File: config.mk
export PLATFORM = sky130hd
export DESIGN_NAME = acq_top
export DESIGN_NICKNAME = d
export VERILOG_FILES = /design/src/design/ebi_pkg.sv /design/src/design/acq_top.sv /design/src/design/cmd_executor.sv /design/src/design/ebi.sv /design/src/design/sample_gen.sv /design/src/design/sync_fifo.sv
export SDC_FILE = /design/constraint.sdc
export NUM_CORES = 1
export LEC_CHECK = 0
export ABC_AREA = 0
export BUFFER_PORTS_ARGS = -buffer_cell sky130_fd_sc_hd__buf_4
export CAP_MARGIN = 20
export CORE_MARGIN = 2
export CORE_UTILIZATION = 45
export CTS_BUF_LIST = sky130_fd_sc_hd__clkbuf_8
export CTS_CLUSTER_SIZE = 14
export DETAILED_ROUTE_END_ITERATION = 6
export PLACE_DENSITY_LB_ADDON = 0.25
export SYNTH_ARGS = -nofsm -noshare
export SYNTH_HDL_FRONTEND = slang
export SYNTH_SLANG_ARGS = --single-unit
File: constraint.sdc
create_clock -name clk -period 4.6 [get_ports clk]
set_input_delay 0.23 -clock clk [delete_from_list [all_inputs] [get_ports clk]]
set_output_delay 0.23 -clock clk [all_outputs]
set_load 0.1 [all_outputs]
File: src/design/ebi_pkg.sv
package ebi_pkg;

	// External bus address, 19 bits wide
	typedef logic [18:0] addr_t;

	// Bus address map
	localparam addr_t ADDR_STATUS = 19'd0;
	localparam addr_t ADDR_CMD_W1 = 19'd1;
	localparam addr_t ADDR_CMD_W2 = 19'd2;
	localparam addr_t ADDR_CMD_W3 = 19'd3;
	localparam addr_t ADDR_CMD_W4 = 19'd4;
	localparam addr_t ADDR_CMD_W5 = 19'd5;
	localparam addr_t ADDR_CMD_W6 = 19'd6;
	localparam addr_t ADDR_SAMPLE = 19'd7;

	// Command opcodes, anything else is dropped by the executor
	localparam logic [15:0] OP_RAMP  = 16'd1;
	localparam logic [15:0] OP_CONST = 16'd2;

	// Ramp view: words 2 to 4
	typedef struct packed {
		logic [15:0] start;
		logic [15:0] step;
		logic [15:0] count;
		logic [31:0] reserved;
	} ramp_payload_t;

	// Constant view: words 2 and 3
	typedef struct packed {
		logic [15:0] value;
		logic [15:0] count;
		logic [47:0] reserved;
	} const_payload_t;

	// Word 2 sits in the top 16 bits of the payload
	typedef union packed {
		ramp_payload_t  ramp;
		const_payload_t cnst;
	} cmd_payload_u;

	typedef struct packed {
		logic [15:0]  opcode;
		cmd_payload_u payload;
	} cmd_word_t;

	typedef struct packed {
		logic [15:0] start;
		logic [15:0] step;
		logic [15:0] count;
	} gen_job_t;

	typedef struct packed {
		logic almost_full;
		logic full;
		logic almost_empty;
		logic empty;
	} fifo_flags_t;

	// Sample FIFO flags keep the empty/almost_empty swap of the host map
	typedef struct packed {
		logic       cmd_almost_full;
		logic       cmd_full;
		logic       cmd_almost_empty;
		logic       cmd_empty;
		logic       smp_almost_full;
		logic       smp_full;
		logic       smp_empty;
		logic       smp_almost_empty;
		logic [6:0] zero;
		logic       cmd_overflow;
	} status_t;

endpackage

File: src/design/acq_top.sv
module acq_top #(
	parameter int CMD_DEPTH = 4,
	parameter int SAMPLE_DEPTH = 16
) (
	input  logic           clk,
	input  logic           rst,
	input  logic [15:0]    data_in,
	output logic [15:0]    data_out,
	input  ebi_pkg::addr_t addr,
	input  logic           rd,
	input  logic           wr,
	input  logic           cs,
	output logic           irq
);

	import ebi_pkg::*;

	// Command path
	cmd_word_t cmd_word;
	cmd_word_t cmd_head;
	logic cmd_push;
	logic cmd_pop;
	fifo_flags_t cmd_flags;

	// Job link
	logic job_req;
	logic job_ack;
	gen_job_t job;

	// Sample path
	logic sample_push;
	logic sample_pop;
	logic [15:0] sample_data;
	logic [15:0] sample_head;
	fifo_flags_t sample_flags;

	sync_fifo #(
		.WIDTH($bits(cmd_word_t)),
		.DEPTH(CMD_DEPTH)
	) cmd_fifo0 (
		.clk(clk),
		.rst(rst),
		.push(cmd_push),
		.wdata(cmd_word),
		.pop(cmd_pop),
		.rdata(cmd_head),
		.flags(cmd_flags)
	);

	cmd_executor exec0 (
		.clk(clk),
		.rst(rst),
		.cmd_empty(cmd_flags.empty),
		.cmd_head(cmd_head),
		.cmd_pop(cmd_pop),
		.job_req(job_req),
		.job(job),
		.job_ack(job_ack)
	);

	sample_gen gen0 (
		.clk(clk),
		.rst(rst),
		.job_req(job_req),
		.job(job),
		.job_ack(job_ack),
		.sample_push(sample_push),
		.sample_data(sample_data),
		.sample_full(sample_flags.full)
	);

	sync_fifo #(
		.WIDTH(16),
		.DEPTH(SAMPLE_DEPTH)
	) sample_fifo0 (
		.clk(clk),
		.rst(rst),
		.push(sample_push),
		.wdata(sample_data),
		.pop(sample_pop),
		.rdata(sample_head),
		.flags(sample_flags)
	);

	ebi ebi0 (
		.clk(clk),
		.rst(rst),
		.data_in(data_in),
		.data_out(data_out),
		.addr(addr),
		.rd(rd),
		.wr(wr),
		.cs(cs),
		.cmd_push(cmd_push),
		.cmd_word(cmd_word),
		.cmd_flags(cmd_flags),
		.sample_pop(sample_pop),
		.sample_head(sample_head),
		.sample_flags(sample_flags),
		.irq(irq)
	);

endmodule

File: src/design/cmd_executor.sv
module cmd_executor (
	input  logic               clk,
	input  logic               rst,
	input  logic               cmd_empty,
	input  ebi_pkg::cmd_word_t cmd_head,
	output logic               cmd_pop,
	output logic               job_req,
	output ebi_pkg::gen_job_t  job,
	input  logic               job_ack
);

	import ebi_pkg::*;

	typedef enum logic [1:0] {
		ST_IDLE,
		ST_POP,
		ST_REQ,
		ST_RELEASE
	} exec_state_t;

	exec_state_t state;
	gen_job_t dec_job;
	logic dec_valid;

	// Same payload bits, read through the view the opcode selects
	always_comb begin
		dec_job = '0;
		dec_valid = 1'b0;
		case (cmd_head.opcode)
			OP_RAMP: begin
				dec_job.start = cmd_head.payload.ramp.start;
				dec_job.step = cmd_head.payload.ramp.step;
				dec_job.count = cmd_head.payload.ramp.count;
				dec_valid = (cmd_head.payload.ramp.count != 16'd0);
			end
			OP_CONST: begin
				dec_job.start = cmd_head.payload.cnst.value;
				dec_job.step = 16'd0;
				dec_job.count = cmd_head.payload.cnst.count;
				dec_valid = (cmd_head.payload.cnst.count != 16'd0);
			end
			default: begin
				dec_valid = 1'b0;
			end
		endcase
	end

	always_ff @(posedge clk) begin
		if (rst) begin
			state <= ST_IDLE;
			cmd_pop <= 1'b0;
			job_req <= 1'b0;
		end else begin
			cmd_pop <= 1'b0;
			case (state)
				ST_IDLE: begin
					if (!cmd_empty) begin
						cmd_pop <= 1'b1;
						state <= ST_POP;
					end
				end
				ST_POP: begin
					// Head is still valid while the pop is in flight
					if (dec_valid) begin
						job_req <= 1'b1;
						state <= ST_REQ;
					end else begin
						state <= ST_IDLE;
					end
				end
				ST_REQ: begin
					if (job_ack) begin
						job_req <= 1'b0;
						state <= ST_RELEASE;
					end
				end
				ST_RELEASE: begin
					// Generator holds ack until its run is over
					if (!job_ack) begin
						state <= ST_IDLE;
					end
				end
				default: state <= ST_IDLE;
			endcase
		end
	end

	always_ff @(posedge clk) begin
		if (state == ST_POP) begin
			job <= dec_job;
		end
	end

	assert property (@(posedge clk) disable iff (rst) job_req |=> (!job_req || $stable(job)));

endmodule

File: src/design/ebi.sv
module ebi (
	input  logic                 clk,
	input  logic                 rst,
	input  logic [15:0]          data_in,
	output logic [15:0]          data_out,
	input  ebi_pkg::addr_t       addr,
	input  logic                 rd,
	input  logic                 wr,
	input  logic                 cs,
	output logic                 cmd_push,
	output ebi_pkg::cmd_word_t   cmd_word,
	input  ebi_pkg::fifo_flags_t cmd_flags,
	output logic                 sample_pop,
	input  logic [15:0]          sample_head,
	input  ebi_pkg::fifo_flags_t sample_flags,
	output logic                 irq
);

	import ebi_pkg::*;

	typedef enum logic [1:0] {
		ST_IDLE,
		ST_FETCH,
		ST_LOAD,
		ST_OVER
	} bus_state_t;

	bus_state_t state;
	bus_state_t state_next;
	logic capture;
	logic [15:0] cap [6];
	logic cmd_overflow;
	logic rd_d;
	logic rd_start;
	logic status_read;
	status_t status_next;
	status_t status_r;
	status_t snapshot;

	// Only command word addresses are captured
	assign capture = (state == ST_FETCH) && cs && wr &&
		(addr >= ADDR_CMD_W1) && (addr <= ADDR_CMD_W6);

	always_comb begin
		state_next = state;
		case (state)
			ST_IDLE: state_next = ST_FETCH;
			ST_FETCH: begin
				if (capture && addr == ADDR_CMD_W6) begin
					state_next = ST_LOAD;
				end
			end
			ST_LOAD: state_next = ST_OVER;
			ST_OVER: begin
				// Wait for the host to release the bus
				if (!wr && !rd) begin
					state_next = ST_FETCH;
				end
			end
			default: state_next = ST_IDLE;
		endcase
	end

	// A full command FIFO drops the whole command
	assign cmd_push = (state == ST_LOAD) && !cmd_flags.full;

	// Word 1 lands in the top bits, so the opcode comes first
	assign cmd_word = {cap[0], cap[1], cap[2], cap[3], cap[4], cap[5]};

	always_ff @(posedge clk) begin
		if (capture) begin
			cap[addr[2:0] - 3'd1] <= data_in;
		end
	end

	// Read strobe edge
	assign rd_start = cs && rd && !rd_d;
	assign status_read = rd_start && (addr == ADDR_STATUS);
	assign sample_pop = rd_start && (addr == ADDR_SAMPLE) && !sample_flags.empty;

	always_comb begin
		status_next = '0;
		status_next.cmd_almost_full = cmd_flags.almost_full;
		status_next.cmd_full = cmd_flags.full;
		status_next.cmd_almost_empty = cmd_flags.almost_empty;
		status_next.cmd_empty = cmd_flags.empty;
		status_next.smp_almost_full = sample_flags.almost_full;
		status_next.smp_full = sample_flags.full;
		status_next.smp_empty = sample_flags.empty;
		status_next.smp_almost_empty = sample_flags.almost_empty;
		status_next.cmd_overflow = cmd_overflow;
	end

	always_ff @(posedge clk) begin
		if (rst) begin
			state <= ST_IDLE;
			rd_d <= 1'b0;
			cmd_overflow <= 1'b0;
			status_r <= '0;
			snapshot <= '0;
			irq <= 1'b0;
		end else begin
			state <= state_next;
			rd_d <= cs && rd;
			status_r <= status_next;
			irq <= (status_r != snapshot);
			if (state == ST_LOAD && cmd_flags.full) begin
				cmd_overflow <= 1'b1;
			end else if (status_read) begin
				cmd_overflow <= 1'b0;
			end
			if (status_read) begin
				snapshot <= status_r;
				// Host has seen the overflow, so it no longer counts as news
				snapshot.cmd_overflow <= 1'b0;
			end
		end
	end

	// Read data is ready one clock after the rd edge
	always_ff @(posedge clk) begin
		if (rd_start) begin
			case (addr)
				ADDR_STATUS: data_out <= status_r;
				ADDR_SAMPLE: data_out <= sample_flags.empty ? 16'h0000 : sample_head;
				default: data_out <= 16'h0000;
			endcase
		end
	end

endmodule

File: src/design/sample_gen.sv
module sample_gen (
	input  logic              clk,
	input  logic              rst,
	input  logic              job_req,
	input  ebi_pkg::gen_job_t job,
	output logic              job_ack,
	output logic              sample_push,
	output logic [15:0]       sample_data,
	input  logic              sample_full
);

	typedef enum logic [1:0] {
		ST_IDLE,
		ST_RUN,
		ST_END
	} gen_state_t;

	gen_state_t state;
	logic [15:0] level;
	logic [15:0] step;
	logic [15:0] remaining;

	// One sample per cycle unless the FIFO is full
	assign sample_push = (state == ST_RUN) && !sample_full;
	assign sample_data = level;

	always_ff @(posedge clk) begin
		if (rst) begin
			state <= ST_IDLE;
			job_ack <= 1'b0;
		end else begin
			case (state)
				ST_IDLE: begin
					if (job_req) begin
						job_ack <= 1'b1;
						state <= (job.count == 16'd0) ? ST_END : ST_RUN;
					end
				end
				ST_RUN: begin
					if (sample_push && remaining == 16'd1) begin
						state <= ST_END;
					end
				end
				ST_END: begin
					// Release ack once the request has gone away
					if (!job_req) begin
						job_ack <= 1'b0;
						state <= ST_IDLE;
					end
				end
				default: state <= ST_IDLE;
			endcase
		end
	end

	always_ff @(posedge clk) begin
		if (state == ST_IDLE && job_req) begin
			level <= job.start;
			step <= job.step;
			remaining <= job.count;
		end else if (sample_push) begin
			level <= level + step;
			remaining <= remaining - 16'd1;
		end
	end

	assert property (@(posedge clk) disable iff (rst) $rose(job_ack) |-> $past(job_req));

endmodule

File: src/design/sync_fifo.sv
module sync_fifo #(
	parameter int WIDTH = 16,
	parameter int DEPTH = 16
) (
	input  logic                 clk,
	input  logic                 rst,
	input  logic                 push,
	input  logic [WIDTH-1:0]     wdata,
	input  logic                 pop,
	output logic [WIDTH-1:0]     rdata,
	output ebi_pkg::fifo_flags_t flags
);

	localparam int AW = $clog2(DEPTH);
	localparam logic [AW-1:0] PTR_LAST = (AW)'(DEPTH - 1);
	localparam logic [AW:0] CNT_FULL = (AW + 1)'(DEPTH);
	localparam logic [AW:0] CNT_AFULL = (AW + 1)'(DEPTH - 1);

	logic [WIDTH-1:0] mem [DEPTH];
	logic [AW-1:0] wr_ptr;
	logic [AW-1:0] rd_ptr;
	logic [AW:0] count;
	logic [AW:0] count_next;

	// Head is read straight from the array
	assign rdata = mem[rd_ptr];

	always_comb begin
		count_next = count;
		if (push && !pop) begin
			count_next = count + 1'b1;
		end else if (pop && !push) begin
			count_next = count - 1'b1;
		end
	end

	always_ff @(posedge clk) begin
		if (push) begin
			mem[wr_ptr] <= wdata;
		end
	end

	always_ff @(posedge clk) begin
		if (rst) begin
			wr_ptr <= '0;
			rd_ptr <= '0;
			count <= '0;
			flags.almost_full <= 1'b0;
			flags.full <= 1'b0;
			flags.almost_empty <= 1'b1;
			flags.empty <= 1'b1;
		end else begin
			if (push) begin
				wr_ptr <= (wr_ptr == PTR_LAST) ? '0 : wr_ptr + 1'b1;
			end
			if (pop) begin
				rd_ptr <= (rd_ptr == PTR_LAST) ? '0 : rd_ptr + 1'b1;
			end
			count <= count_next;
			// Flags follow the new count in the same cycle
			flags.almost_full <= (count_next >= CNT_AFULL);
			flags.full <= (count_next == CNT_FULL);
			flags.almost_empty <= (count_next <= 1);
			flags.empty <= (count_next == '0);
		end
	end

	// Both neighbours must respect the flags
	assert property (@(posedge clk) disable iff (rst) push |-> !flags.full);
	assert property (@(posedge clk) disable iff (rst) pop |-> !flags.empty);

endmodule

-- After elaboration in Yosys (flattened, before gate mapping)
Memory sizes are Yosys's and may differ from the RTL's. A register that Yosys moved wholly into a read port is not among the register bits.
Cells that the tools add are included.
- add/subtract/negate cells: 11
- $lt $le $gt $ge: 6
- equality and inequality tests: 29
- muxes and demuxes: 48
- bitwise gates (word level): 1
- reductions and logical operators: 49
- operators with widths (operator ; number):
    $pmux 48 s2 ; 1
    $mux 16 ; 5
    $eq 19x3->1 const B ; 2
    $eq 16x1->1 const B ; 2
    $pmux 16 s2 ; 1
    $reduce_bool 16->1 ; 2
    $mux 2 ; 14
    $logic_and 1x1->1 ; 20
    $ge 19x1->1 const B ; 1
    $le 19x3->1 const B ; 1
    $logic_not 19->1 ; 1
    $add 16x16->16 ; 1
    $eq 16x2->1 const B ; 1
    $logic_not 16->1 ; 1
    $mux 4 ; 4
    $ne 16x16->1 ; 1
    $pmux 2 s4 ; 2
    $sub 16x1->16 const B ; 1
    $eq 2x2->1 const B ; 7
    $mux 1 ; 13
    $ne 2x2->1 const B ; 6
    $reduce_and 3->1 ; 4
    $logic_not 1->1 ; 10
    $mux 5 ; 2
    other kinds (25) ; 41
- register bits: 176
- memory bits (writable): 736
- input bits: 40
- memories kept: 3
- memory list (name ; words ; width ; rd ports ; clocked after Yosys merged registers in ; wr ports ; line ; source):
    cmd_fifo0.mem ; 4 ; 96 ; 1 ; 1 ; 1 ; sync_fifo.sv:19 ; logic [WIDTH-1:0] mem [DEPTH];
    sample_fifo0.mem ; 16 ; 16 ; 1 ; 1 ; 1 ; sync_fifo.sv:19 ;
    ebi0.cap ; 6 ; 16 ; 6 ; 0 ; 1 ; ebi.sv:31 ; logic [15:0] cap [6];

-- Depth between registers and ports, before layout
Gate-level depths: netlist of run 1.
- depth after elaboration: 8
- mapped depth: 10

-- Hierarchy
A second synthesis of run 1 with hierarchy kept.
- cells, all modules: 1738
- area total of the unflattened synthesis: 35245.1 um^2
- modules (own cells, without submodules) (module ; times used ; cells each ; area an instance (um^2)):
    sync_fifo (cmd_fifo0) ; 1 ; 570 ; 14500.2
    sync_fifo (sample_fifo0) ; 1 ; 481 ; 10894.2
    ebi ; 1 ; 259 ; 4704.5
    sample_gen ; 1 ; 291 ; 2997.9
    cmd_executor ; 1 ; 137 ; 2148.3

-- Worst setup path after synthesis of run 1
OpenSTA, ideal clock, no wires.
- path type: reg2reg
- from: register exec0.state[0]
- to: register, netlist name exec0.job[0]
- library setup time: 0.453 ns
- arrival: 2.400 ns
- setup slack: 1.746 ns
- cell stages (with the launch flop): 3
- buffers on the path: 0
- period minus slack after synthesis: 2.854 ns
- cell sequence: dfxtp_1 > inv_1 > nor2_1
- longest elaborated chain between the ends: 1
- ends and longest elaborated chain (what ; line ; source):
    start, declared ; cmd_executor.sv:21 ; exec_state_t state;
    start signal, assigned ; cmd_executor.sv:50 ; state <= ST_IDLE;
    start signal, assigned ; cmd_executor.sv:59 ; state <= ST_POP;
    start signal, assigned ; cmd_executor.sv:66 ; state <= ST_REQ;
    $eq 2x1->1 ; cmd_executor.sv:89 ; if (state == ST_POP) begin
Every way passes these cells.
A chain may end at the register's enable or synchronous reset.

-- Worst setup path in the final report of run 1
- from: input addr[18]
- to: register sample_fifo0.flags[2] (netlist bit)
- longest elaborated chain between the ends: 7
- elaborated cells on any way between the ends: 9
- those cells by class: eq/ne (2); mux (2); reduce/logical (5)
- ends and longest elaborated chain (what ; line ; source):
    start, declared ; acq_top.sv:9 ; input ebi_pkg::addr_t addr,
    $eq 19x3->1 (*) ; ebi.sv:79 ; assign sample_pop = rd_start && (addr == ADDR_SAMPLE) && !sample_flags.empty;
    $logic_and 1x1->1 (*) (2 in a row) ; ebi.sv:79 ;
    $logic_and 1x1->1 or $logic_not 1->1 (tied branches) ; sync_fifo.sv:32, sync_fifo.sv:30 ;
    $mux 5 or $logic_and 1x1->1 (tied branches) ; sync_fifo.sv:32, sync_fifo.sv:30 ;
    $mux 5 (*) ; sync_fifo.sv:30 ; if (push && !pop) begin
    $eq 5x5->1 (*) ; sync_fifo.sv:62 ; flags.full <= (count_next == CNT_FULL);
    end, declared ; sync_fifo.sv:11 ; output ebi_pkg::fifo_flags_t flags
Every way passes the cells marked *; elsewhere a longest branch is shown, timed or not.

==> summary.txt, run 1 <==
STA
  – WHS: 56.61 ps
  – Worst slew pin tran: 1146 ps
  – Final setup TNS: 0 ps
  – Final hold vios: 0
  – Max Slew Vio Count: 0
  – Max Clock Freq: 0.3212 GHz
  – Min Tclk post-route: 3113 ps
  – Layout Skew: 39.09 ps
  – Slew headroom: 23.59%
  – RSZ-0062 raised after global routing: no
  – Period utilisation layout: 67.68%
  – Setup violations, final: 0

Clocking
  – CTS clk-pin slew, worst paths: 70 ps
  – Root buffer cell: clkbuf_8
  – H-tree Lvls: 3
  – Post_cts resized: 0
  – Clock buffer count from CTS: 114
  – TritonCTS Sinks: 751
  – Later-pin clock latency in the skew report: 740 ps
  – CTS tree: built
  – Bufs on Longest Clock Path: 3
  – Number of post-CTS setup repair buffers: 0

Global route
  – Vias in the first global route: 14730
  – Gr ovfl total: 0
  – Largest net degree at the start of global routing: 65
  – All-Layer GR Usage: 17.41%
  – Initial antenna violation count: 1
  – First-pass GRT wire length: 87170 um

Cells and area
  – Nets: 1789
  – Area growth syn-to-layout: 13.74%
  – Share of cells above drive strength 1: 21.21%
  – Filler Cell Count: 5113
  – ANT cells: 0

Critical path
  – Critical path cell sequence: dlygate4sd3_1 > buf_4 > nor4_4 > dlygate4sd3_1 > nand2_2 > dlygate4sd3_1 > nor4_4 > nor2_1 > a21boi_1 > xor2_1 > and4b_1
  – Worst Setup Start Kind: primary input
  – Max incr delay on CP: 600 ps
  – Critical path endpoint category: register
  – Critical path peak fanout: 8
  – Worst setup path endpoint: sample_fifo0.flags[2]
  – Setup crit start: addr[18]
  – WP data required: 5270 ps
  – Worst setup path category: primary input to register
  – R2R Setup Slk: 1630 ps
  – CP dominant cell by count: dlygate4sd3_1
  – Slowest cell on crit path: dlygate4sd3_1
  – R2r worst-path depth: 7
  – CP Data Arrival Time: 3780 ps

Route
  – Initial drt markers: 1132
  – WL final: 56590 um
  – Post-DRT Antenna Nets: 0
  – Routed len/inst: 21.34 um
  – Vias: 14055
  – Pre-antenna DRT Iters: 7
  – Via density: 5.300
  – DR DRC count: 0

Place
  – PortBufs: 56
  – Final HPWL DP: 34620 um
  – GPL Wtd Cong: 0.7962

Power
  – Sw frac: 22.80%
  – VDD IR max: 0.3882 mV
  – Combinational Power Share: 5.1%
  – Seq pwr share: 57.2%
  – Psw: 3.070 mW
  – Clock Power Share: 37.6%
  – Leak pwr: 10.59 nW
  – Internal power: 10.39 mW
  – Pwr/cell area: 409.4 nW/um^2

Floorplan
  – Core area: 63310 um^2
  – Die H: 257.5 um
  – Core Rows: 92
  – Die area: 66290 um^2
  – Chip Width: 257.5 um
  – Top Ports: 57
  – Initial Utilization: 45.67%

Logic synthesis
  – Share of the synthesized area in the top cell type: 71.46%
  – EDFF count, synth: 688
  – Synthesized cell area: 28910 um^2
  – Synthesis Warnings: 0
  – Yosys cell types: 63
  – Syn Nets: 1612
  – Area leader, netlist: edfxtp_1
  – Synth cell count leaders: 688 x edfxtp_1, 130 x mux4_2, 69 x nand2_1
  – Synthesized flop and latch total: 751
  – Count leader, synth: edfxtp_1
  – Top FF cell, synth: edfxtp_1
  – Fraction of registers with async set/reset: 0%
  – Mapped Cells: 1532
  – Synth top area cells: edfxtp_1 71%, mux4_2 10%, dfxtp_1 4.4%
  – Seq/Total Area, Yosys: 75.82%
  – Syn_area_per_cell: 18.87 um^2

Run
  – Max Cap Viol: 0

Worst hold path
  – Min-Delay Path Class: primary input to register

Run status
  – Status: complete, no violations
per-layer routing:
layer  global-route usage, %  up-vias  wire length, um
met2                   30.03      316            29280
met3                   3.684      102             2367
met5                       0        -                0
met4                   5.523        0             1258
li1                        -     6464                -
met1                   22.04     7173            23680
stage by stage:
stage / instance area, um^2 / util (%) / total power [mW] / std cells / setup WS, ps
after floorplan: 28910 / - / 8.288 / 1532 / 1746
after global placement: 30350 / 47.94 / 8.512 / 2405 / 1541
after detailed placement: 30390 / 48.00 / 8.532 / 2407 / 1585
after CTS: 32790 / 51.79 / 13.61 / 2647 / 1569
after global routing: 32890 / 51.94 / 13.97 / 2652 / 1318
final: 32890 / 51.94 / 13.46 / 2652 / 1487
final cells by class:
cell class / instances / area (um^2) / share of cell area, %
clock buffer: 114 / 1569 / 4.771
timing repair buffer: 114 / 1018 / 3.097
inverter: 39 / 146.4 / 0.4451
multi-input combinational: 689 / 6605 / 20.08
sequential: 751 / 21930 / 66.69
clock inverter: 99 / 558.0 / 1.697
tap: 846 / 1059 / 3.219
layout by cell type (no fill, tap or decap), types with 5 or more instances in the layout:
cell | netlist | final
a31oi_1 | 6 | 6
or3_1 | 7 | 7
nor2b_1 | 31 | 31
clkinv_2 | 0 | 11
a21oi_1 | 27 | 27
and2_1 | 40 | 36
mux4_2 | 130 | 130
and2b_1 | 6 | 6
nand2b_1 | 7 | 7
nor2_1 | 62 | 61
nand4_1 | 9 | 9
nand2_1 | 69 | 69
clkinv_1 | 1 | 36
and2_2 | 1 | 5
ha_1 | 39 | 39
clkbuf_8 | 0 | 114
nand3_1 | 16 | 16
mux2i_1 | 11 | 11
buf_4 | 2 | 79
edfxtp_1 | 688 | 688
o21ai_0 | 57 | 57
a211oi_1 | 7 | 7
xor2_1 | 13 | 13
nor3_1 | 24 | 24
nor4_1 | 25 | 25
xnor2_1 | 27 | 27
a22o_1 | 17 | 17
dfxtp_1 | 63 | 59
inv_1 | 38 | 78
dlygate4sd3_1 | 0 | 27
worst max-delay path, delay by kind of cell:
kind                   cells  cell delay [ps]
AND/OR/NAND/NOR            5             1090
XOR/XNOR                   1              360
AO/OA/AOI/OAI              1              210
buffers and inverters      4             1880
sequential cells by signal, indices dropped and copies added, names as in the netlist, 16 cells and up, named ones only:
name and cells:
gen0.remaining 16, ebi0.data_out 16, gen0.sample_data 16, sample_fifo0.mem 256
cmd_fifo0.mem 256, gen0.step 16, ebi0.cap 64, exec0.job 48
how the worst min path moves through the flow:
stage	end	cells after the start	slack, ps	startpoint
2_1_floorplan	ebi0.status_r[0]	1	310	rst
3_3_place_gp	gen0.step[3]	0	410	exec0.job[19]
3_5_place_dp	gen0.step[14]	0	410	exec0.job[30]
4_1_cts	register	6	7	addr[10]
5_1_grt	register	7	80	addr[16]
6_report	register	6	60	addr[10]
power groups by stage:
| stage | registers (mW) | logic [mW] | clock network, mW |
|---|---|---|---|
| global route | 7.72 | 0.748 | 5.50 |
| floorplan | 7.82 | 0.469 | 0 |
| detailed placement | 7.85 | 0.683 | 0 |
| CTS | 7.71 | 0.702 | 5.20 |
| finish | 7.70 | 0.693 | 5.07 |
| global placement | 7.84 | 0.671 | 0 |
cells by family after synthesis:
group / count (synthesis) / synth area share [%]
xor gates and xnor gates: 40 / 1.212
buffers and inverters: 92 / 1.380
muxes: 141 / 10.51
and+or+nand+nor: 324 / 6.136
AOI/OAI and AO/OA: 144 / 3.189
adders and majority gates: 40 / 1.757
DFF: 751 / 75.82
repair_timing:
action	4_1_cts	5_1_grt
hold buffers	27	0
setup endpoints to repair	0	0
endpoints found under the hold margin	106	0
(Power assumes the default switching activity.)
==> run 2, diff against run 1 <==
clock period = 3.2 ns   (was 4.6 ns; I/O delays follow)
==> run 2 against run 1 <==
  * Hold slack better by 62 ps
  * Sequential power is 44% higher
  * Global-route usage rose by 0.69 points
  * Non-clock buffer count up 38
  * Largest power group unchanged
  * Setup slack worse by 1300 ps
  * Via count is 3.2% higher
  * Wire length increased by 4.2%
  * Die area did not move
  * Design area grew 1.5%
  * Clock skew shrank 3.2 ps
  * Final cell count increased by 1.4%
  * Highest routed layer unchanged
  * Register-to-register slack got worse by 1500 ps
==> summary.txt, run 2 (synthesis results as in run 1) <==
Critical path
  – Max incr delay on CP: 660 ps (+60 ps)
  – Worst setup path category: primary input to register
  – Slowest cell on crit path: dlygate4sd3_1
  – Crit path buf inv count: 5 (+1)
  – WP data required: 3840 ps (-1430 ps)
  – Worst Setup Start Kind: primary input
  – R2r startpoint: ebi0.state[1]
  – Setup crit start: addr[18]
  – Critical path peak fanout: 7 (-1)
  – CP dominant cell by count: dlygate4sd3_1
  – CP Data Arrival Time: 3700 ps (-80 ps)
  – Family with the most delay on the worst path: buffers and inverters
  – Critical path endpoint category: register
  – Critical path cell sequence: dlygate4sd3_1 > buf_4 > nor4_4 > dlygate4sd3_1 > nand2_2 > dlygate4sd3_1 > nor4_4 > dlygate4sd3_1 > nand2_1 > a21oi_1

Clocking
  – H-tree Lvls: 3 (unchanged)
  – CTS tree: built
  – Root buffer cell: clkbuf_8
  – CTS clk-pin slew, worst paths: 60 ps (about the same)
  – Bufs on Longest Clock Path: 3 (unchanged)
  – Clock buffer count from CTS: 117 (+2.6%)
  – Later-pin clock latency in the skew report: 740 ps (about the same)
  – TritonCTS Sinks: 751 (unchanged)

Floorplan
  – Die area: 66290 um^2 (unchanged)
  – Chip Width: 257.5 um (unchanged)
  – Top Ports: 57 (unchanged)
  – Core Rows: 92 (unchanged)
  – Core area: 63310 um^2 (unchanged)
  – Die H: 257.5 um (unchanged)
  – Initial Utilization: 45.67% (unchanged)

Place
  – Dpl cell area: 30750 um^2 (+1.2%)
  – GPL Wtd Cong: 0.7791 (-2.1%)
  – Post-Place Cells: 2446 (+1.6%)
  – Final HPWL DP: 36700 um (+6.0%)
  – PortBufs: 56 (unchanged)

Worst hold path
  – Min-Delay Path Class: primary input to register
  – Hold Path Origin: addr[10]

Power
  – Leak pwr: 10.88 nW (+2.7%)
  – Pwr/cell area: 595.7 nW/um^2 (+46%)
  – VDD IR max: 0.4541 mV (+17%)

Run status
  – Status: complete, no violations

STA
  – RSZ-0062 raised after global routing: no
  – Worst slew pin tran: 870.4 ps (-275.8 ps)
  – Final setup TNS: 0 ps (unchanged)
  – Setup violations, final: 0 (unchanged)
  – Final hold vios: 0 (unchanged)
  – Max Slew Vio Count: 0 (unchanged)
  – Slew headroom: 41.84% (+18 points)
  – Layout Skew: 35.85 ps (-3.240 ps)
  – Max Clock Freq: 0.3271 GHz
  – Period utilisation layout: 95.54%
  – Min Tclk post-route: 3057 ps

Cells and area
  – Final instance area: 33390 um^2 (+1.5%)
  – Final std cells w/o fill: 2688 (+1.4%)
  – Area growth syn-to-layout: 15.48%
  – Commonest non-fill, non-tap cell in the layout: edfxtp_1
  – Share of cells above drive strength 1: 23.78% (+2.6 points)
  – Commonest non-fill, non-tap cells in the layout: 688 x edfxtp_1, 130 x mux4_2, 127 x clkbuf_8, 115 x buf_4, 70 x inv_1
  – ANT cells: 0 (unchanged)
  – Nets: 1830 (+2.3%)

Global route
  – Largest net degree at the start of global routing: 65 (unchanged)
  – Vias in the first global route: 15270 (+3.7%)
  – Gr ovfl total: 0 (unchanged)
  – All-Layer GR Usage: 18.09% (+0.69 points)
  – First-pass GRT wire length: 90780 um (+4.1%)
  – Initial antenna violation count: 0 (-1)

Route
  – Vias: 14509 (+3.2%)
  – WL final: 58950 um (+4.2%)
  – Via density: 5.398 (+1.8%)
  – Initial drt markers: 1051 (-7.2%)
  – DR DRC count: 0 (unchanged)
  – Post-DRT Antenna Nets: 0 (unchanged)
  – Pre-antenna DRT Iters: 5 (-2)
  – Routed len/inst: 21.93 um (+2.8%)

Run
  – Max Cap Viol: 0 (unchanged)
-- run 2: worst paths after layout --
kind | to | slack (ps) | cells after the start
worst min-delay path | sample_fifo0.count[3] | 120 | 6
worst max-delay path | register | 140 | 10
worst max register to register | ebi0.state[0] | 180 | 10
worst min register to register | gen0.step[12] | 420 | 0
-- run 2: area by class of cell --
type,count,area [um^2]
Fill cell,5051,29920
Sequential cell,751,21930
Multi-Input combinational cell,689,6634
Clock buffer,127,1748
Timing Repair Buffer,152,1314
Tap cell,846,1059
Clock inverter,84,554.3
Inverter,39,146.4
-- run 2: tightest hold or removal path, stage by stage --
cell      delay [ps]
buf_4             80
nor4_2            30
and2_1           150
nand4_1           90
o221ai_1         180
nor2_1           120
-- run 2: layer usage --
| metal | up-vias | global-route usage (%) | part of all wire (%) |
|---|---|---|---|
| met5 | - | 0 | 0 |
| met4 | 0 | 6.455 | 2.5 |
| met3 | 105 | 3.044 | 4.4 |
| met2 | 359 | 30.66 | 51 |
| met1 | 7504 | 23.66 | 42 |
| li1 | 6541 | - | - |
-- run 2: report_power, final --
part,total [mW],internal (mW),switching [mW]
sequential,11.1,10.9,0.161
combinational,1.06,0.454,0.604
clock,7.77,4.09,3.68
-- run 2: per-stage QoR --
stage | hold slack [ps] | util, % | worst slack [ps] | total power, mW
6_report | 118.8 | 52.74 | 142.7 | 19.89
5_1_grt | 129.9 | 52.74 | 7.519 | 20.62
3_5_place_dp | 394.4 | 48.57 | 380.3 | 12.30
3_3_place_gp | 397.0 | 48.57 | 513.3 | 12.28
2_1_floorplan | 243.3 | - | 346.2 | 11.91
4_1_cts | 35.31 | 52.66 | 49.58 | 20.11
-- run 2: what timing repair did --
item                                    CTS  global route
endpoints found under the setup margin    0             6
buffers inserted                          0             2
hold buffers                             29             0
hold endpoints to repair                117             0
resized for setup                         0             5
==> run 3, diff against run 2 <==
CORE_ASPECT_RATIO = 1.75   (was not set)
RECOVER_POWER = 50   (was not set)
==> run 3 against run 2 <==
  * The flow now finishes with violations (capacitance limit, slew limit)
  * Non-clock buffer count increased by 7
  * Die area increased by 0.12%
  * Clock skew increased by 8.1 ps
  * Critical path type is now register to register
  * Highest routed layer unchanged
==> summary.txt, run 3 (synthesis results as in run 1) <==
Power
  – Psw: 4.250 mW (-4.5%)
  – Combinational Power Share: 5.6% (+0.3 points)
  – VDD IR max: 0.3459 mV (-24%)
  – Sw frac: 22.23% (-0.14 points)
  – Pwr/cell area: 580.4 nW/um^2 (-2.6%)
  – Leak pwr: 10.60 nW (-2.7%)
  – Clock Power Share: 36.7% (-2.4 points)
  – Internal power: 14.87 mW (-3.7%)
  – Seq pwr share: 57.6% (+2.0 points)

Critical path
  – Critical path endpoint category: register
  – Worst Setup Start Kind: register
  – R2r worst-path depth: 10 (unchanged)
  – Worst setup path category: register to register
  – Critical path peak fanout: 4 (-3)
  – CP Data Arrival Time: 3530 ps (-170 ps)
  – WP data required: 3790 ps (-50 ps)
  – R2R Setup Slk: 260 ps (+80 ps)

Cells and area
  – Share of cells above drive strength 1: 20.17% (-3.6 points)
  – Commonest non-fill, non-tap cell in the layout: edfxtp_1
  – Commonest non-fill, non-tap cells in the layout: 688 x edfxtp_1, 130 x mux4_2, 107 x clkbuf_8, 76 x inv_1, 70 x buf_4
  – Final std cells w/o fill: 2642 (-1.7%)
  – Nets: 1824 (-0.33%)
  – Filler Cell Count: 5029 (-0.44%)
  – Area growth syn-to-layout: 13.91%

Global route
  – Largest net degree at the start of global routing: 53 (-18%)
  – First-pass GRT wire length: 89580 um (-1.3%)
  – Vias in the first global route: 15260 (-0.065%)
  – Initial antenna violation count: 1 (+1)
  – Gr ovfl total: 0 (unchanged)
  – All-Layer GR Usage: 18.24% (+0.15 points)

Route
  – Post-DRT Antenna Nets: 0 (unchanged)
  – DR DRC count: 0 (unchanged)
  – Via density: 5.410 (+0.23%)
  – WL final: 59930 um (+1.7%)
  – Vias: 14293 (-1.5%)
  – Initial drt markers: 952 (-9.4%)
  – Routed len/inst: 22.68 um (+3.4%)
  – Pre-antenna DRT Iters: 5 (unchanged)

Worst hold path
  – Min-Delay Path Class: primary input to register
  – WHS Path Cells: 7 (+1)

Clocking
  – CTS clk-pin slew, worst paths: 70 ps (about the same)
  – Later-pin clock latency in the skew report: 720 ps (-20 ps)
  – CTS tree: built
  – Clock buffer count from CTS: 104 (-11%)
  – TritonCTS Sinks: 751 (unchanged)
  – Post_cts resized: 0 (unchanged)
  – Bufs on Longest Clock Path: 3 (unchanged)
  – H-tree Lvls: 3 (unchanged)
  – Root buffer cell: clkbuf_8

STA
  – Slew headroom: -53.27% (-95 points)
  – Final hold vios: 0 (unchanged)
  – Min Tclk post-route: 2938 ps (-119.3 ps)
  – Layout Skew: 43.98 ps (+8.133 ps)
  – Final setup TNS: 0 ps (unchanged)
  – Max Clock Freq: 0.3404 GHz (+4.1%)
  – Period utilisation layout: 91.81% (-3.7 points)
  – Max Slew Vio Count: 75 (+75)
  – Setup violations, final: 0 (unchanged)
  – Worst slew pin tran: 2291 ps (+1420 ps)
  – RSZ-0062 raised after global routing: no

Place
  – GPL Wtd Cong: 0.8291 (+6.4%)
  – Post-Place Cells: 2416 (-1.2%)
  – PortBufs: 56 (unchanged)
  – Final HPWL DP: 39180 um (+6.8%)

Floorplan
  – Die area: 66370 um^2 (+0.12%)
  – Initial Utilization: 45.27% (-0.40 points)
  – Die H: 339.3 um (+32%)
  – Chip Width: 195.6 um (-24%)
  – Core Rows: 123 (+34%)
  – Top Ports: 57 (unchanged)
  – Core area: 63870 um^2 (+0.88%)

Run status
  – Failing checks: capacitance limit, slew limit
  – Status: finished, violations left

Run
  – Max Cap Viol: 2 (+2)
-- run 3: cell types whose count changed in the layout (fill, tap and decap cells not counted), moves of 4 or more --
| cell | delta |
|---|---|
| buf_4 | -45 |
| buf_12 | +4 |
| clkbuf_1 | +45 |
| and2_1 | -5 |
| and2_0 | +5 |
| clkbuf_8 | -20 |
| inv_1 | +6 |
-- run 3: per-layer routing --
layer | global-route usage [%] | share of wire, %
met1 | 19.00 | 36
met2 | 35.94 | 57
met3 | 2.742 | 3.2
met4 | 7.490 | 3.2
met5 | 0 | 0
-- run 3: stage by stage --
step	power [mW]	worst slack [ps]	utilization (%)	hold WS (ps)	cell area (um^2)
3_5_place_dp	12.31	520.1	48.21	383.9	30790
5_1_grt	19.80	126.7	51.57	50.21	32930
6_report	19.11	262.0	51.57	54.08	32930
2_1_floorplan	11.91	346.2	-	243.3	28910
4_1_cts	19.35	142.1	51.82	0.2721	33100
3_3_place_gp	12.29	602.5	48.21	385.9	30790
-- run 3: worst max-delay path, cell delays in order, from the launching register on --
cell           delay (ps)
dfxtp_1               340
inv_1                  70
ha_1                  150
nand3_1                60
nor2_1                120
nand4_1               100
dlygate4sd3_1         610
a21oi_1               160
dlygate4sd3_1         570
nor2_1                 50
dlygate4sd3_1         580
-- run 3: area by class of cell --
cell class	instances	area, um^2	area share [%]
antenna	1	2.502	0.007598
clock buffer	107	1473	4.472
clock inverter	84	513.0	1.558
inverter	39	146.4	0.4445
multi-input combinational	689	6598	20.03
sequential	751	21930	66.59
tap	812	1016	3.085
timing repair buffer	159	1255	3.810
-- run 3: power groups by stage --
| stage | combinational [mW] | clock [mW] | sequential (mW) |
|---|---|---|---|
| 2_1_floorplan | 0.675 | 0 | 11.2 |
| 3_3_place_gp | 1.07 | 0 | 11.2 |
| 3_5_place_dp | 1.09 | 0 | 11.2 |
| 4_1_cts | 1.12 | 7.21 | 11.0 |
| 5_1_grt | 1.16 | 7.60 | 11.0 |
| 6_report | 1.07 | 7.02 | 11.0 |
-- run 3: final timing paths --
path | startpoint | endpoint
hold reg to reg | exec0.job[17] | gen0.step[1]
hold / removal | addr[15] | sample_fifo0.rd_ptr[3]
setup / recovery | ebi0.state[1] | ebi0.state[0]
setup reg to reg | ebi0.state[1] | ebi0.state[0]
-- run 3: timing repair --
action                                  in CTS  in global routing
hold buffers                                32                  0
buffers inserted                             0                  2
hold endpoints to repair                   112                  0
endpoints found under the setup margin       0                  6
